File: src/hw/dcache_pkg.sv
package dcache_pkg;

    // Address and word geometry
    parameter int addr_w = 32;
    parameter int word_w = 32;
    parameter int offset_w = 2;

    typedef enum logic {
        op_load,
        op_store
    } cache_op_e;

    // Controller states with st_init covering the tag RAM clear sweep
    typedef enum logic [2:0] {
        st_init,
        st_idle,
        st_lookup,
        st_writeback,
        st_refill,
        st_install,
        st_respond
    } ctrl_state_e;

endpackage

File: src/hw/spram.sv
`timescale 1ns/10ps

module spram #(
    parameter int WIDTH = 32,
    parameter int DEPTH = 16,
    parameter int BYTES = 4,
    parameter bit RESET = 0,
    localparam int idx_w = $clog2(DEPTH),
    localparam int lane_w = WIDTH / BYTES
) (
    input  logic             clk,
    input  logic             rst,
    input  logic             en,
    input  logic [idx_w-1:0] addr,
    input  logic [BYTES-1:0] we,
    input  logic [WIDTH-1:0] wdata,
    output logic [WIDTH-1:0] rdata,
    output logic             ready
);

    logic [WIDTH-1:0] mem [DEPTH];
    logic [idx_w-1:0] sweep_cnt;
    logic             sweeping;

    // Clear sweep runs one word per cycle once rst drops
    always_ff @(posedge clk) begin
        if (rst) begin
            sweep_cnt <= '0;
            sweeping <= RESET;
            ready <= 1'b0;
        end else if (sweeping) begin
            sweep_cnt <= sweep_cnt + 1'b1;
            if (sweep_cnt == idx_w'(DEPTH - 1)) begin
                sweeping <= 1'b0;
                ready <= 1'b1;
            end
        end else begin
            ready <= 1'b1;
        end
    end

    always_ff @(posedge clk) begin
        if (sweeping) begin
            mem[sweep_cnt] <= '0;
        end else begin
            for (int b = 0; b < BYTES; b++) begin
                if (we[b]) begin
                    mem[addr][b*lane_w +: lane_w] <= wdata[b*lane_w +: lane_w];
                end
            end
        end
        // Read returns the contents before any write in the same cycle
        if (en) begin
            rdata <= mem[addr];
        end
    end

endmodule

File: src/hw/dcache_data.sv
`timescale 1ns/10ps

module dcache_data import dcache_pkg::*; #(
    parameter int WAYS = 2,
    parameter int SETS = 16,
    parameter int BANKS = 2,
    localparam int idx_w = $clog2(SETS),
    localparam int bank_w = $clog2(BANKS),
    localparam int tag_w = addr_w - idx_w - bank_w - offset_w,
    localparam int byte_n = word_w / 8
) (
    input  logic                                  clk,
    input  logic                                  rst,
    input  logic [1:0]                            tagv_en,
    input  logic [WAYS-1:0]                       tagv_we,
    input  logic [1:0][idx_w-1:0]                 tagv_index,
    input  logic [tag_w:0]                        tagv_wdata,
    output logic [1:0][WAYS-1:0][tag_w:0]         tagv,
    output logic                                  tagv_ready,
    input  logic [BANKS-1:0]                      en,
    input  logic [BANKS-1:0][WAYS*byte_n-1:0]     we,
    input  logic [BANKS-1:0][idx_w-1:0]           index,
    input  logic [BANKS-1:0][idx_w-1:0]           windex,
    input  logic [BANKS-1:0][word_w-1:0]          wdata,
    output logic [BANKS-1:0][WAYS-1:0][word_w-1:0] data,
    input  logic                                  dirty_en,
    input  logic [idx_w-1:0]                      dirty_index,
    input  logic [WAYS-1:0]                       dirty_we,
    input  logic [idx_w-1:0]                      dirty_windex,
    input  logic [WAYS-1:0]                       dirty_wdata,
    output logic [WAYS-1:0]                       dirty
);

    logic [1:0]      tag_ready;
    logic [WAYS-1:0] dirty_bits [SETS];

    // Port 0 serves lookup and port 1 the victim while both take every tag write
    for (genvar p = 0; p < 2; p++) begin : g_tagv
        spram #(
            .WIDTH(WAYS * (tag_w + 1)),
            .DEPTH(SETS),
            .BYTES(WAYS),
            .RESET(1)
        ) tagv_ram (
            .clk(clk),
            .rst(rst),
            .en(tagv_en[p]),
            .addr(tagv_index[p]),
            .we(tagv_we),
            .wdata({WAYS{tagv_wdata}}),
            .rdata(tagv[p]),
            .ready(tag_ready[p])
        );
    end

    assign tagv_ready = &tag_ready;

    for (genvar b = 0; b < BANKS; b++) begin : g_bank
        logic [idx_w-1:0] bank_addr;

        assign bank_addr = |we[b] ? windex[b] : index[b];

        // Way is picked by which byte enables are set
        spram #(
            .WIDTH(WAYS * word_w),
            .DEPTH(SETS),
            .BYTES(WAYS * byte_n),
            .RESET(0)
        ) data_ram (
            .clk(clk),
            .rst(rst),
            .en(en[b]),
            .addr(bank_addr),
            .we(we[b]),
            .wdata({WAYS{wdata[b]}}),
            .rdata(data[b]),
            .ready()
        );
    end

    always_ff @(posedge clk) begin
        if (dirty_en) begin
            dirty <= dirty_bits[dirty_index];
        end
        for (int w = 0; w < WAYS; w++) begin
            if (dirty_we[w]) begin
                dirty_bits[dirty_windex][w] <= dirty_wdata[w];
            end
        end
    end

endmodule

File: config.mk
export PLATFORM = sky130hd
export DESIGN_NAME = dcache_data
export DESIGN_NICKNAME = d
export VERILOG_FILES = /design/src/hw/dcache_pkg.sv /design/src/hw/spram.sv /design/src/hw/dcache_data.sv
export SDC_FILE = /design/constraint.sdc
export NUM_CORES = 2
export LEC_CHECK = 0
export BUFFER_PORTS_ARGS = -buffer_cell sky130_fd_sc_hd__buf_2
export CORE_MARGIN = 4
export CORE_UTILIZATION = 40
export DETAILED_ROUTE_END_ITERATION = 8
export SYNTH_ARGS = -nofsm -noshare
export SYNTH_HDL_FRONTEND = slang
export SYNTH_HIERARCHICAL = 1
export SYNTH_SLANG_ARGS = --single-unit
File: constraint.sdc
create_clock -name clk -period 6.9 [get_ports clk]
set_input_delay 0.69 -clock clk [delete_from_list [all_inputs] [get_ports clk]]
set_output_delay 0.69 -clock clk [all_outputs]
set_load 0.02 [all_outputs]
* Word-level counts from Yosys, hierarchy flattened
Memories as Yosys holds them, arrays and structs flattened. A register that Yosys moved wholly into a read port is not among the register bits.
Cells that the tools add are included.
Widths: inputs -> output; s select.
** Cells by class
- $add $sub $neg :: 4
- Eq/ne operators :: 6
- Mux-type cells :: 94
- Bitwise logic cells :: 2
- Reductions and logical operators :: 9
** Operators by type and width (number)
- $mux 64 :: 2
- $reduce_or 64->1 :: 2
- $mux 52 :: 2
- $reduce_or 52->1 :: 2
- $mux 1 :: 80
- $mux 4 :: 6
- $add 4x1->4 const B :: 4
- $eq 4x4->1 const B :: 4
- $mux 8 :: 2
- $reduce_or 8->1 :: 2
- $mux 2 :: 2
- $ne 2x2->1 const B :: 2
- $reduce_or 2->1 :: 2
- $not 1->1 :: 2
- $reduce_and 2->1 :: 1
** Storage, ports and cells
- Flip-flop bits (word level) :: 22
- Bits in writable memories :: 3744
- Bits of input ports :: 151
- Output and inout port bits :: 235
- Memories kept :: 5
** Memory list
- g_bank[0].data_ram.mem :: depth 16, bits a word 64, rd ports 1, clocked after Yosys merged registers in 1, write ports 1, RTL line spram.sv:21 : logic [WIDTH-1:0] mem [DEPTH];
- g_bank[1].data_ram.mem :: depth 16, bits a word 64, rd ports 1, clocked after Yosys merged registers in 1, write ports 1, RTL line spram.sv:21
- g_tagv[0].tagv_ram.mem :: depth 16, bits a word 52, rd ports 1, clocked after Yosys merged registers in 1, write ports 1, RTL line spram.sv:21
- g_tagv[1].tagv_ram.mem :: depth 16, bits a word 52, rd ports 1, clocked after Yosys merged registers in 1, write ports 1, RTL line spram.sv:21
- dirty_bits :: depth 16, bits a word 2, rd ports 1, clocked after Yosys merged registers in 1, write ports 1, RTL line dcache_data.sv:35 : logic [WAYS-1:0] dirty_bits [SETS];

* Depth between registers and ports, before layout
- Depth in word-level cells :: 5
- Gate-level depth with buffers :: 10

* Cells and area by module
The synthesis kept the hierarchy.
** Modules (own cells, without submodules)
- spram (g_bank[0].data_ram ...) :: instances 2, cells an instance 1935, area each 41866.4 µm²
- spram (g_tagv[0].tagv_ram ...) :: instances 2, cells an instance 1699, area each 34170.3 µm²
- dcache_data :: instances 1, cells an instance 120, area each 1621.6 µm²

* Worst setup path after synthesis
OpenSTA, ideal clock, no wires.
- Path type :: input -> register
- Start point :: input tagv_index[0] (netlist name)
- End point :: memory g_tagv[0].tagv_ram/mem[2][0] (netlist name) (enable)
- Arrival time :: 2.761 ns
- Data required time :: 6.491 ns
- Setup slack :: 3.730 ns
- Stages on the path :: 7
- Buffers on the path :: 4
- Cells stage by stage :: buf_6 buf_12 buf_8 buf_6 mux2i_2 nand2_2 nor2_1
** On the way
- Cells in the longest elaborated chain, start to end :: 1
** RTL lines
- start: declaration :: RTL line dcache_data.sv:16 : input logic [1:0][idx_w-1:0] tagv_index,
- $mux 4 (no source line)
- end: declaration :: RTL line spram.sv:21
Every way passes these cells.

* Worst setup path after layout
- Start point :: input we[15] (netlist name)
- End point :: memory g_bank[1].data_ram/mem[5][50] (netlist name) (enable)
** On the way
- Elaborated cells on any way between the ends :: 8
- Those cells by class :: mux: 6; reduce/logical: 2
** RTL lines
- start: declaration :: RTL line dcache_data.sv:21 : input logic [BANKS-1:0][WAYS*byte_n-1:0] we,
- $reduce_or 8->1 :: RTL line dcache_data.sv:61 : assign bank_addr = |we[b] ? windex[b] : index[b];
- $mux 4 :: RTL line dcache_data.sv:61
- via g_bank[1].bank_addr[0] :: RTL line dcache_data.sv:59 : logic [idx_w-1:0] bank_addr;
- $mux 4 (no source line)
- end: declaration :: RTL line spram.sv:21
The timed path passes the listed nets, and every way through them passes these cells.

==> impl_metrics.ini <==
[synthesis]
syn_nets = 7537
synth_area_per_cell_sq_um = 20.8
netlist_instances = 7382
synth_warnings = 6
syn_area_sq_um = 154000

[drt]
wl_per_cell_um = 28.8
route.vias.total = 75283
dr.pass1.iters = 6
viasPerCell = 5.66
ant_nets = 0
finalWirelength_um = 383000
drt_iter0_drc = 7527
drcViolationCount = 0

[global_routing]
track_usage_pct = 19.1
grt_first_pass_wirelength_um = 550000
antenna_found_initial = 63
grt-ovfl-total = 0
grt_pass1_vias = 76592
grt_start_max_net_pins = 168

[status]
status = finished, final reports clean

[floorplanning]
die_h_um = 628
initial_utilization_pct = 40.2
row_count = 227
die_area_sq_um = 394000
fp.coreArea_sq_um = 382000
die_w_um = 628
ios = 386

[critical_path]
crit_fanout = 76
startpoint_type = input port
cp.required_ns = 7.47
cpPeakStageDelay_ns = 1.07
timing_worst_setup_path_type = in2reg
critical-path-slowest-cell = nor3b_4
crit_buf_inv = 2
critPathArrivalTime_ns = 4.82
cpLargestDelayFamily = simple AND/OR/NAND/NOR gates
crit_chain = buf_2 > nor4_1 > buf_4 > nand2_1 > mux2_8 > nor3b_4 > a21oi_1 > nor2_1
end_kind = register

[power]
total_power_uw = 51500
power_density_nw_per_um2 = 296
ir_worst_vdd_uv = 246
power_leakage_uw = 0.0569

[layout]
area_delta_synth_final_pct = 13.4
fillers = 31880
regArea_sq_um = 120000
drive_gt1_share_pct = 23.6
fin_nets = 8038
multiInputGateArea_sq_um = 31900

[sta]
fin_crit_sh_pct = 61.7
maxSlewViolCount = 0
fmax_ghz = 0.235
fin_crit_ns = 4.25
setup_viol_count_final = 0
tns_ns = 0
maxSlewHeadroom_pct = 14.8
worst_slew_pin_slew_ns = 1.27
skew_ns = 0.0714
hold_viol_final = 0
timing.hold.ws_ns = 0.108
rsz0062_at_grt = false

[clock_tree]
cts_buffers = 404
post_cts_resized = 0
clockBufferDepth = 4
cts.clk_slew.worst_paths_ns = 0.06
cts_tree = done
insertion_delay_ns = 0.95
clkSinkCount = 4000
cts-root-buf = clkbuf_16
htreeDepth = 5

[place]
place_hpwl_um = 223000
numPortBuffers = 385
gp_congestion = 0.793

[run]
maxCapViolCount = 0

[hold_path]
hold_path_class = in2reg
report_power, final:
part | total (uW) | internal [uW] | switching (uW) | leakage, uW
sequential | 27300 | 27200 | 180 | 0.0371
combinational | 2830 | 932 | 1900 | 0.0134
clock | 21400 | 12300 | 9090 | 0.00627
cell usage in the layout (no fill, tap or decap), types with 5 or more instances in the layout:
| master | instances |
|---|---|
| xnor2_1 | 6 |
| and2_1 | 237 |
| buf_12 | 7 |
| o21ai_0 | 20 |
| clkbuf_16 | 407 |
| xor2_1 | 6 |
| clkinv_16 | 7 |
| edfxtp_1 | 3978 |
| nand3_1 | 116 |
| dlygate4sd3_1 | 5 |
| o21ai_1 | 50 |
| clkbuf_8 | 9 |
| clkinv_8 | 9 |
| a21oi_1 | 64 |
| dfxtp_1 | 22 |
| nor2b_1 | 11 |
| nor2_4 | 70 |
| nor2b_4 | 8 |
| nand2_1 | 305 |
| mux4_2 | 730 |
| mux2_2 | 12 |
| inv_1 | 6 |
| clkinv_2 | 61 |
| clkinvlp_4 | 20 |
| clkbuf_1 | 85 |
| clkinv_1 | 82 |
| inv_6 | 9 |
| mux2i_4 | 6 |
| a22oi_1 | 564 |
| nor2_1 | 258 |
| diode_2 | 57 |
| bufinv_16 | 35 |
| buf_4 | 120 |
| nand2b_1 | 8 |
| buf_2 | 376 |
| nand2_2 | 8 |
| mux2i_1 | 412 |
worst register-to-register path, delay by kind of cell (launching register included):
family / cells / cell delay (ns)
buffers and inverters: 1 / 0.58
AO/OA/AOI/OAI: 1 / 0.84
multiplexers: 1 / 0.48
AND/OR/NAND/NOR: 2 / 1.13
flip-flops: 1 / 0.45
registers in the layout, indices dropped and copies added, names as in the netlist, 8 cells and up:
signal,flops
g_bank.data_ram/mem,2048
g_tagv.tagv_ram/mem,1664
g_bank.data_ram/rdata,128
g_tagv.tagv_ram/rdata,104
dirty_bits,32
g_bank.data_ram/sweep_cnt,8
g_tagv.tagv_ram/sweep_cnt,8
stage by stage:
step           worst slack [ns]  cells  utilization [%]  cell area, sq um
2_1_floorplan              3.73   7382                -            154000
3_3_place_gp               1.69  12510             42.1            161000
3_5_place_dp               1.77  12510             42.1            161000
4_1_cts                    2.79  13246             45.5            174000
5_1_grt                    2.57  13256             45.5            174000
6_report                   2.65  13303             45.6            174000
metal layers:
metal  share of wire [%]  up-vias  track usage, %
li1                    -    31461               -
met1                  40    40178            26.2
met2                  49     3074            31.4
met3                 8.2      550            3.83
met4                 2.5       20            5.06
met5               0.044        -               0
final timing paths:
path	slack, ns	depth (start not counted)	startpoint	to
worst max-delay path	2.65	8	we[15]	g_bank[1].data_ram/mem[5][50]
worst min-delay path	0.11	1	dirty_wdata[1]	dirty_bits[14][1]
worst max register to register	2.97	5	g_tagv[1].tagv_ram/sweeping	g_tagv[1].tagv_ram/mem[8][11]
worst min register to register	0.48	2	g_tagv[0].tagv_ram/ready	g_tagv[0].tagv_ram/ready
area by class of cell:
cell class,instances,share of cell area [%]
repair buffers,512,1.74
well taps,5038,3.62
multi-input cells,2959,18.3
clock buffers,501,6.10
flip-flops and latches,4000,68.8
clock inverters,230,1.35
diodes,57,0.0819
inverters,6,0.0129
timing repair:
item	4_1_cts	5_1_grt
buffers inserted	0	0
hold buffers	5	0
endpoints found under the hold margin	11	0
Power figures use the tool's default switching activity.
