<file path="src/hw/dcache_pkg.sv">
package dcache_pkg;

    // Address and word geometry
    parameter int addr_w = 32;
    parameter int word_w = 32;
    parameter int offset_w = 2;

    typedef enum logic {
        op_load,
        op_store
    } cache_op_e;

    // Controller states with st_init covering the tag RAM clear sweep
    typedef enum logic [2:0] {
        st_init,
        st_idle,
        st_lookup,
        st_writeback,
        st_refill,
        st_install,
        st_respond
    } ctrl_state_e;

endpackage

</file>
<file path="src/hw/dcache_ctrl.sv">
`timescale 1ns/10ps

module dcache_ctrl import dcache_pkg::*; #(
    parameter int WAYS = 2,
    parameter int SETS = 16,
    parameter int BANKS = 2,
    localparam int idx_w = $clog2(SETS),
    localparam int bank_w = $clog2(BANKS),
    localparam int way_w = $clog2(WAYS),
    localparam int tag_w = addr_w - idx_w - bank_w - offset_w,
    localparam int byte_n = word_w / 8
) (
    input  logic                                  clk,
    input  logic                                  rst,
    input  logic                                  req,
    input  cache_op_e                             op,
    input  logic [addr_w-1:0]                     addr,
    input  logic [word_w-1:0]                     wdata,
    input  logic [byte_n-1:0]                     byte_en,
    output logic                                  resp_valid,
    output logic [word_w-1:0]                     rdata,
    output logic                                  busy,
    output logic                                  mem_req,
    output logic                                  mem_we,
    output logic [addr_w-1:0]                     mem_addr,
    output logic [word_w-1:0]                     mem_wdata,
    input  logic                                  mem_ack,
    input  logic [word_w-1:0]                     mem_rdata,
    output logic [1:0]                            tagv_en,
    output logic [WAYS-1:0]                       tagv_we,
    output logic [1:0][idx_w-1:0]                 tagv_index,
    output logic [tag_w:0]                        tagv_wdata,
    input  logic [1:0][WAYS-1:0][tag_w:0]         tagv,
    input  logic                                  tagv_ready,
    output logic [BANKS-1:0]                      en,
    output logic [BANKS-1:0][WAYS*byte_n-1:0]     we,
    output logic [BANKS-1:0][idx_w-1:0]           index,
    output logic [BANKS-1:0][idx_w-1:0]           windex,
    output logic [BANKS-1:0][word_w-1:0]          bank_wdata,
    input  logic [BANKS-1:0][WAYS-1:0][word_w-1:0] data,
    output logic                                  dirty_en,
    output logic [idx_w-1:0]                      dirty_index,
    output logic [WAYS-1:0]                       dirty_we,
    output logic [idx_w-1:0]                      dirty_windex,
    output logic [WAYS-1:0]                       dirty_wdata,
    input  logic [WAYS-1:0]                       dirty
);

    ctrl_state_e state;

    cache_op_e           op_q;
    logic [addr_w-1:0]   addr_q;
    logic [word_w-1:0]   wdata_q;
    logic [byte_n-1:0]   be_q;
    logic [tag_w-1:0]    tag_q;
    logic [idx_w-1:0]    set_q;
    logic [bank_w-1:0]   bank_q;

    logic [way_w-1:0]    rr_ptr [SETS];
    logic [way_w-1:0]    hit_way;
    logic [way_w-1:0]    hit_way_q;
    logic [way_w-1:0]    victim;
    logic [way_w-1:0]    victim_q;
    logic [tag_w-1:0]    victim_tag_q;
    logic [word_w-1:0]   line_buf [BANKS];
    logic [bank_w-1:0]   bank_cnt;
    logic                hit;
    logic                victim_dirty;
    logic                mem_pend;
    logic                lookup_wait;
    logic                rd_go;
    logic [idx_w-1:0]    rd_set;

    assign tag_q  = addr_q[addr_w-1 -: tag_w];
    assign set_q  = addr_q[offset_w + bank_w +: idx_w];
    assign bank_q = addr_q[offset_w +: bank_w];

    // Array read happens on an accepted req and again after install
    assign rd_go  = (state == st_idle && req) || (state == st_lookup && lookup_wait);
    assign rd_set = (state == st_idle) ? addr[offset_w + bank_w +: idx_w] : set_q;

    assign tagv_en     = {2{rd_go}};
    assign tagv_index  = {2{rd_set}};
    assign tagv_wdata  = {1'b1, tag_q};
    assign en          = {BANKS{rd_go}};
    assign dirty_en    = rd_go;
    assign dirty_index = rd_set;
    assign dirty_windex = set_q;

    always_comb begin
        for (int b = 0; b < BANKS; b++) begin
            index[b] = rd_set;
            windex[b] = set_q;
        end
    end

    always_comb begin
        hit = 1'b0;
        hit_way = '0;
        for (int w = 0; w < WAYS; w++) begin
            if (tagv[0][w][tag_w] && tagv[0][w][tag_w-1:0] == tag_q) begin
                hit = 1'b1;
                hit_way = way_w'(w);
            end
        end
    end

    assign victim = rr_ptr[set_q];
    assign victim_dirty = tagv[1][victim][tag_w] && dirty[victim];

    assign busy       = state != st_idle;
    assign resp_valid = state == st_respond;
    // Bank outputs hold from the lookup read through the response cycle
    assign rdata      = data[bank_q][hit_way_q];

    assign mem_req   = (state == st_writeback || state == st_refill) && !mem_pend;
    assign mem_we    = state == st_writeback;
    assign mem_addr  = {mem_we ? victim_tag_q : tag_q, set_q, bank_cnt, offset_w'(0)};
    assign mem_wdata = line_buf[bank_cnt];

    always_comb begin
        tagv_we = '0;
        we = '0;
        bank_wdata = '0;
        dirty_we = '0;
        dirty_wdata = '0;
        case (state)
            st_install: begin
                // Whole line goes in and the way starts clean
                tagv_we[victim_q] = 1'b1;
                dirty_we[victim_q] = 1'b1;
                for (int b = 0; b < BANKS; b++) begin
                    we[b][victim_q*byte_n +: byte_n] = '1;
                    bank_wdata[b] = line_buf[b];
                end
            end
            st_respond: begin
                if (op_q == op_store) begin
                    we[bank_q][hit_way_q*byte_n +: byte_n] = be_q;
                    bank_wdata[bank_q] = wdata_q;
                    dirty_we[hit_way_q] = 1'b1;
                    dirty_wdata[hit_way_q] = 1'b1;
                end
            end
            default: ;
        endcase
    end

    always_ff @(posedge clk) begin
        if (rst) begin
            state <= st_init;
            mem_pend <= 1'b0;
            bank_cnt <= '0;
            lookup_wait <= 1'b0;
            for (int s = 0; s < SETS; s++) begin
                rr_ptr[s] <= '0;
            end
        end else begin
            case (state)
                st_init: if (tagv_ready) state <= st_idle;
                st_idle: if (req) state <= st_lookup;
                st_lookup: begin
                    if (lookup_wait) begin
                        lookup_wait <= 1'b0;
                    end else if (hit) begin
                        state <= st_respond;
                    end else if (victim_dirty) begin
                        state <= st_writeback;
                    end else begin
                        state <= st_refill;
                    end
                end
                st_writeback, st_refill: begin
                    if (mem_req) begin
                        mem_pend <= 1'b1;
                    end
                    if (mem_ack) begin
                        mem_pend <= 1'b0;
                        bank_cnt <= bank_cnt + 1'b1;
                        if (bank_cnt == bank_w'(BANKS - 1)) begin
                            state <= (state == st_writeback) ? st_refill : st_install;
                        end
                    end
                end
                st_install: begin
                    rr_ptr[set_q] <= victim_q + 1'b1;
                    lookup_wait <= 1'b1;
                    state <= st_lookup;
                end
                st_respond: state <= st_idle;
                default: state <= st_init;
            endcase
        end
    end

    always_ff @(posedge clk) begin
        if (state == st_idle && req) begin
            op_q <= op;
            addr_q <= addr;
            wdata_q <= wdata;
            be_q <= byte_en;
        end
        if (state == st_lookup && !lookup_wait) begin
            hit_way_q <= hit_way;
            victim_q <= victim;
            victim_tag_q <= tagv[1][victim][tag_w-1:0];
            for (int b = 0; b < BANKS; b++) begin
                line_buf[b] <= data[b][victim];
            end
        end
        if (state == st_refill && mem_ack) begin
            line_buf[bank_cnt] <= mem_rdata;
        end
    end

endmodule

</file>
<file path="config.mk">
export PLATFORM = sky130hd
export DESIGN_NAME = dcache_ctrl
export DESIGN_NICKNAME = d
export VERILOG_FILES = /design/src/hw/dcache_pkg.sv /design/src/hw/dcache_ctrl.sv
export SDC_FILE = /design/constraint.sdc
export NUM_CORES = 1
export LEC_CHECK = 0
export BUFFER_PORTS_ARGS = -buffer_cell sky130_fd_sc_hd__buf_2
export CAP_MARGIN = 0
export CORE_AREA = 3 3 230 232
export DETAILED_ROUTE_END_ITERATION = 8
export DIE_AREA = 0 0 233 235
export GPL_ROUTABILITY_DRIVEN = 0
export GPL_TIMING_DRIVEN = 0
export PLACE_DENSITY_LB_ADDON = 0.3
export RECOVER_POWER = 50
export SLEW_MARGIN = 10
export SYNTH_ARGS = -nofsm -noshare
export SYNTH_HDL_FRONTEND = slang
export SYNTH_SLANG_ARGS = --single-unit
</file>
<file path="constraint.sdc">
create_clock -name clk -period 8.27 [get_ports clk]
set_clock_uncertainty 0.05 [all_clocks]
set_input_delay 1.2405 -clock clk [delete_from_list [all_inputs] [get_ports clk]]
set_output_delay 1.2405 -clock clk [all_outputs]
set_load 0.01 [all_outputs]
</file>
== Yosys cells after proc, flatten, opt, wreduce, memory -nomap -nowiden ==
Memories as Yosys holds them, arrays and structs flattened. A register that Yosys moved wholly into a read port is not among the register bits.
Cells that the tools add are included.
Cells by class
  add/sub/neg operators: 4
  $lt $le $gt $ge: 7
  equal/unequal tests: 14
  shift operators: 4
  muxes and demuxes: 63
  bitwise operators: 3
  reductions and logical operators: 24
Operators with widths (number)
  two-way mux 32 bit: 8
  two-way mux 64 bit: 3
  case mux 64 bit (2 select lines): 1
  negator 3 -> 34 bit: 2
  variable shift 4 x 34 -> 8 bit (first input constant): 2
  AND 64 bit: 1
  two-way mux 26 bit: 2
  equality test 25 bit: 2
  indexed part select 4 x 34 -> 8 bit: 1
  indexed part select 4 x 34 -> 8 bit (first input constant): 1
  demux 32 bit (select 1 bit): 1
  case mux 16 bit (2 select lines): 1
  OR reduction 32 bit: 1
  two-way mux 1 bit: 25
  two-way mux 25 bit: 1
  two-way mux 3 bit: 7
  case mux 3 bit (6 select lines): 1
  AND 16 bit: 1
  two-way mux 16 bit: 1
  two-way mux 4 bit: 3
  logical AND 1 bit: 11
  inequality test 2 bit (second input constant): 5
  equality test 3 bit (second input constant): 3
  AND 8 bit: 1
  other kinds (20): 34
Storage, ports and cells
  flip-flop bits (word level): 102
  bits in writable memories: 80
  input port bits: 340
  output and inout bits: 249
  logic and storage cells: 132
  memories: 2
Memories
  line_buf: depth 2, width 32, rd ports 3, clocked after memory_dff 1, wr ports 2, RTL line dcache_ctrl.sv:65  | logic [word_w-1:0] line_buf [BANKS];
  rr_ptr: depth 16, width 1, rd ports 1, clocked after memory_dff 1, wr ports 16, RTL line dcache_ctrl.sv:59  | logic [way_w-1:0] rr_ptr [SETS];

== Logic depth before layout (Yosys ltp) ==
  depth in word-level cells: 7
  depth in mapped cells: 8
  mapped depth without buffers: 6

== Least setup slack after synthesis ==
OpenSTA, ideal clock, no wires.
  kind: input-to-output
  start point: input port req
  end point: output port en[0]
  arrival: 2625 ps
  data required time: 6979 ps
  path slack: 4355 ps
  cell stages on the path: 4
  path through: and2_0 > buf_2 > a21o_1 > buf_4
On the way
  longest elaborated chain between the ends: 2
RTL lines
  from (decl): RTL line dcache_ctrl.sv:15  | input logic req,
  logical AND 1 bit: RTL line dcache_ctrl.sv:79  | assign rd_go = (state == st_idle && req) || (state == st_lookup && lookup_wait);
  logical OR 1 bit: RTL line dcache_ctrl.sv:79
  to (decl): RTL line dcache_ctrl.sv:35  | output logic [BANKS-1:0] en,
Every way passes these cells.

== Worst setup path in the final report ==
  start point: register state[0]
  end point: output port tagv_en[1]
On the way
  longest elaborated chain between the ends: 3
RTL lines
  from (decl): RTL line dcache_ctrl.sv:49  | ctrl_state_e state;
  from (signal assigned): RTL line dcache_ctrl.sv:151  | state <= st_init;
  from (signal assigned): RTL line dcache_ctrl.sv:160  | st_init: if (tagv_ready) state <= st_idle;
  from (signal assigned): RTL line dcache_ctrl.sv:161  | st_idle: if (req) state <= st_lookup;
  equality test 3 x 1 -> 1 bit or equality test 3 x 2 -> 1 bit (tied branches): RTL line dcache_ctrl.sv:79
  logical AND 1 bit: RTL line dcache_ctrl.sv:79
  logical OR 1 bit *: RTL line dcache_ctrl.sv:79
  to (decl): RTL line dcache_ctrl.sv:29  | output logic [1:0] tagv_en,
Mark *: on every way between the ends. The rest lies on a longest branch, timed or not.

==> results.toml <==
[outcome]
status = "finished with violations"
violations = "max-capacitance violations, max-slew violations"

[cells_and_area]
design_area_mm2 = 0.01550
drive_above_1_share = 0.5354
synthToLayoutAreaGrowth_pct = 38.94
final_common_cell = "buf_2"
final_cell_mix = "buf_2, edfxtp_1, mux2_2"
finalNetCount = 1851

[global_route]
grt_start_max_net_pins = 38
use_met3 = 0.04001
antenna_found_initial = 3
grt_pass1_vias = 10460
grt_util_met1 = 0.2348
grt_pass1_wl_mm = 72.31
overflow = 0
busiest_layer = "met2"
grt_use_total = 0.1845
grt_use_met2 = 0.3145

[logic_synthesis]
synth-main-ff-cell = "edfxtp_1"
synth_seq_cells = 185
yosysWarnings = 0
synth_edf_count = 174
synth_largest_area_cell = "edfxtp_1"
seq_area_frac_synth = 0.4882
avgSynthCellArea_um2 = 12.31
syn_area_mm2 = 0.01115
synth_top_area_frac = 0.4685
synth_cell_types = 42
synthArstFlopShare = 0
synth_area_leaders = "edfxtp_1, mux2_2, mux4_2"
synthCells = 906

[critical_path]
rr_worst_depth = 6
required_ns = 6.98
crit_arrival_ns = 4.73
startpoint_type = "flip-flop"
r2r-end = "wdata_q[9]"
path_class = "flip-flop to primary output"
cp-end-kind = "primary output"
worst_path_most_repeated_cell = "clkbuf_1"
r2r_setup_slack_ns = 4.10
r2r_start = "state[0]"
crit_chain = "clkbuf_1 -> inv_1 -> nor3_1 -> and2_0 -> clkbuf_1 -> buf_16 -> a21o_1 -> buf_4 -> buf_2"
critical_path.slowest_cell = "clkbuf_1"
cp_slowest_stage_delay_ns = 1.73
critPathMaxFanout = 37

[pwr]
pwr-share-comb = 0.245
power.switching_uw = 768.9
leakagePower_uw = 0.006571
vdd_drop_max_v = 0.0001346
power_density_mw_per_mm2 = 166.1
power.share.clock = 0.308
p_sw_frac = 0.2988
seq_power_share = 0.447
p_int_uw = 1804

[die]
die_w_um = 233
die_y_um = 235
rows = 83
coreArea_mm2 = 0.05120
dieArea_mm2 = 0.05476
num_io_pins = 589
start_util = 0.2178

[drt]
firstDrtPassIters = 5
vias = 10300
drc = 0
wl_per_cell_um = 23.57
drt-initial-drc-count = 808
drt-total-wl_mm = 52.04
drt-vias-per-instance = 4.663
ant_nets = 0

[min_path]
holdPathEnd = "mem_pend"
whs_path_depth = 2
min_from = "mem_pend"
hold_path.class = "flip-flop to flip-flop"

[clocking]
cts_buffers = 17
cts.sink_count = 185
cts_buffer_depth = 2
cts-root-buf = "clkbuf_16"
cts_tree = "done"
clk_latency_ns = 0.48
h-tree-depth = 4
cts.clk_slew.worst_paths_ns = 0.07
cts_resized = 0
hold_buffers = 0
cts_setup_buffers = 0

[sta]
rsz0062_at_grt = "false"
finalCritPeriodShare = 0.7276
setup_viol = 0
max_freq_mhz = 166.2
slew_headroom = -0.6392
period_needed_ns = 6.017
setup_tns_ns = 0
hold_viol = 0
worst_pin_slew_ns = 2.459
drv_slew = 36

[placed_design]
hpwl_mm = 41.24
place.port_buffers = 582
placed_area_mm2 = 0.01501

[run]
maxCapViolCount = 1
metrics by stage:
stage	hold slack [ns]	cells	power, uW	worst slack [ns]	utilization
detailed placement	0.4713	2172	1815	3.381	0.2932
global placement	0.4468	2169	1807	1.819	0.2914
floorplan	0.4366	907	1507	4.355	-
global route	0.5134	2207	2690	1.762	0.3026
CTS	0.4815	2204	2620	2.826	0.3036
finish	0.4852	2208	2573	2.253	0.3027
cell usage after synthesis, types with 3 or more instances:
| cell | n |
|---|---|
| buf_2 | 11 |
| clkbuf_1 | 36 |
| edfxtp_1 | 174 |
| buf_4 | 72 |
| a22o_1 | 64 |
| nand3_1 | 3 |
| nor2_1 | 64 |
| inv_1 | 4 |
| mux2_2 | 91 |
| a21o_1 | 9 |
| nand3b_1 | 4 |
| nand4_1 | 6 |
| nor4_1 | 6 |
| xor2_1 | 25 |
| o31ai_1 | 5 |
| mux2i_1 | 69 |
| mux4_2 | 36 |
| a21oi_1 | 36 |
| o21ai_0 | 52 |
| nand2_1 | 47 |
| buf_1 | 10 |
| a31o_2 | 8 |
| and2_1 | 6 |
| nand2b_1 | 6 |
| dfxtp_1 | 11 |
| nor2b_1 | 3 |
| xnor2_1 | 26 |
| nor3_1 | 3 |
worst max path at each step:
stage	slack, ns	to	from	depth (start not counted)
2_1_floorplan	4.35	en[0]	req	4
3_3_place_gp	1.82	line_buf[0][0]	mem_ack	5
3_5_place_dp	3.38	bank_wdata[32]	addr_q[2]	6
4_1_cts	2.83	bank_wdata[32]	addr_q[2]	6
5_1_grt	1.76	en[1]	state[0]	9
6_report	2.25	tagv_en[1]	state[0]	9
worst max-delay path: cells and delay by family, from the launching register on:
family	cells	cell delay [ns]
compound gates	1	0.25
buf+inv	6	2.74
flops	1	0.36
simple gates	2	0.89
sequential cells by signal, summed over array words and instances (netlist names), named ones only:
name,count
line_buf,64
wdata_q,32
addr_q,30
victim_tag_q,25
rr_ptr,16
be_q,4
state,3
bank_cnt,1
hit_way_q,1
lookup_wait,1
mem_pend,1
op_q,1
victim_q,1
final cells by class:
cell class,instances,area (um2)
multi-input cells,589,4940
clock inverters,10,70.07
well taps,680,850.8
flip-flops and latches,185,5445
plain buffers,129,743.2
fillers,5374,35700
inverters,4,15.01
clock buffers,22,464.2
repair buffers,585,2958
diodes,4,10.01
routing by layer:
| metal | up-vias | share of wire |
|---|---|---|
| li1 | 4591 | - |
| met4 | 0 | 0.014 |
| met3 | 39 | 0.075 |
| met5 | - | 0 |
| met2 | 510 | 0.50 |
| met1 | 5155 | 0.41 |
power by group through the flow:
stage	logic, uW	clock network, uW	registers, uW
after floorplan	356	0	1150
after detailed placement	645	0	1170
after global placement	635	0	1170
after global routing	681	854	1160
final	631	793	1150
after CTS	648	823	1150
cells by family (layout without fill, tap and decap cells):
logic type | Yosys count | after routing | share of synthesized area
multiplexers | 196 | 196 | 0.2265
flip-flops | 185 | 185 | 0.4882
AO/OA/AOI/OAI | 181 | 181 | 0.1103
AND/OR/NAND/NOR | 158 | 158 | 0.06406
buffers and inverters | 133 | 750 | 0.07023
XOR/XNOR | 51 | 51 | 0.04005
other | 2 | 7 | 0.0006733
Power figures use the tool's default switching activity.
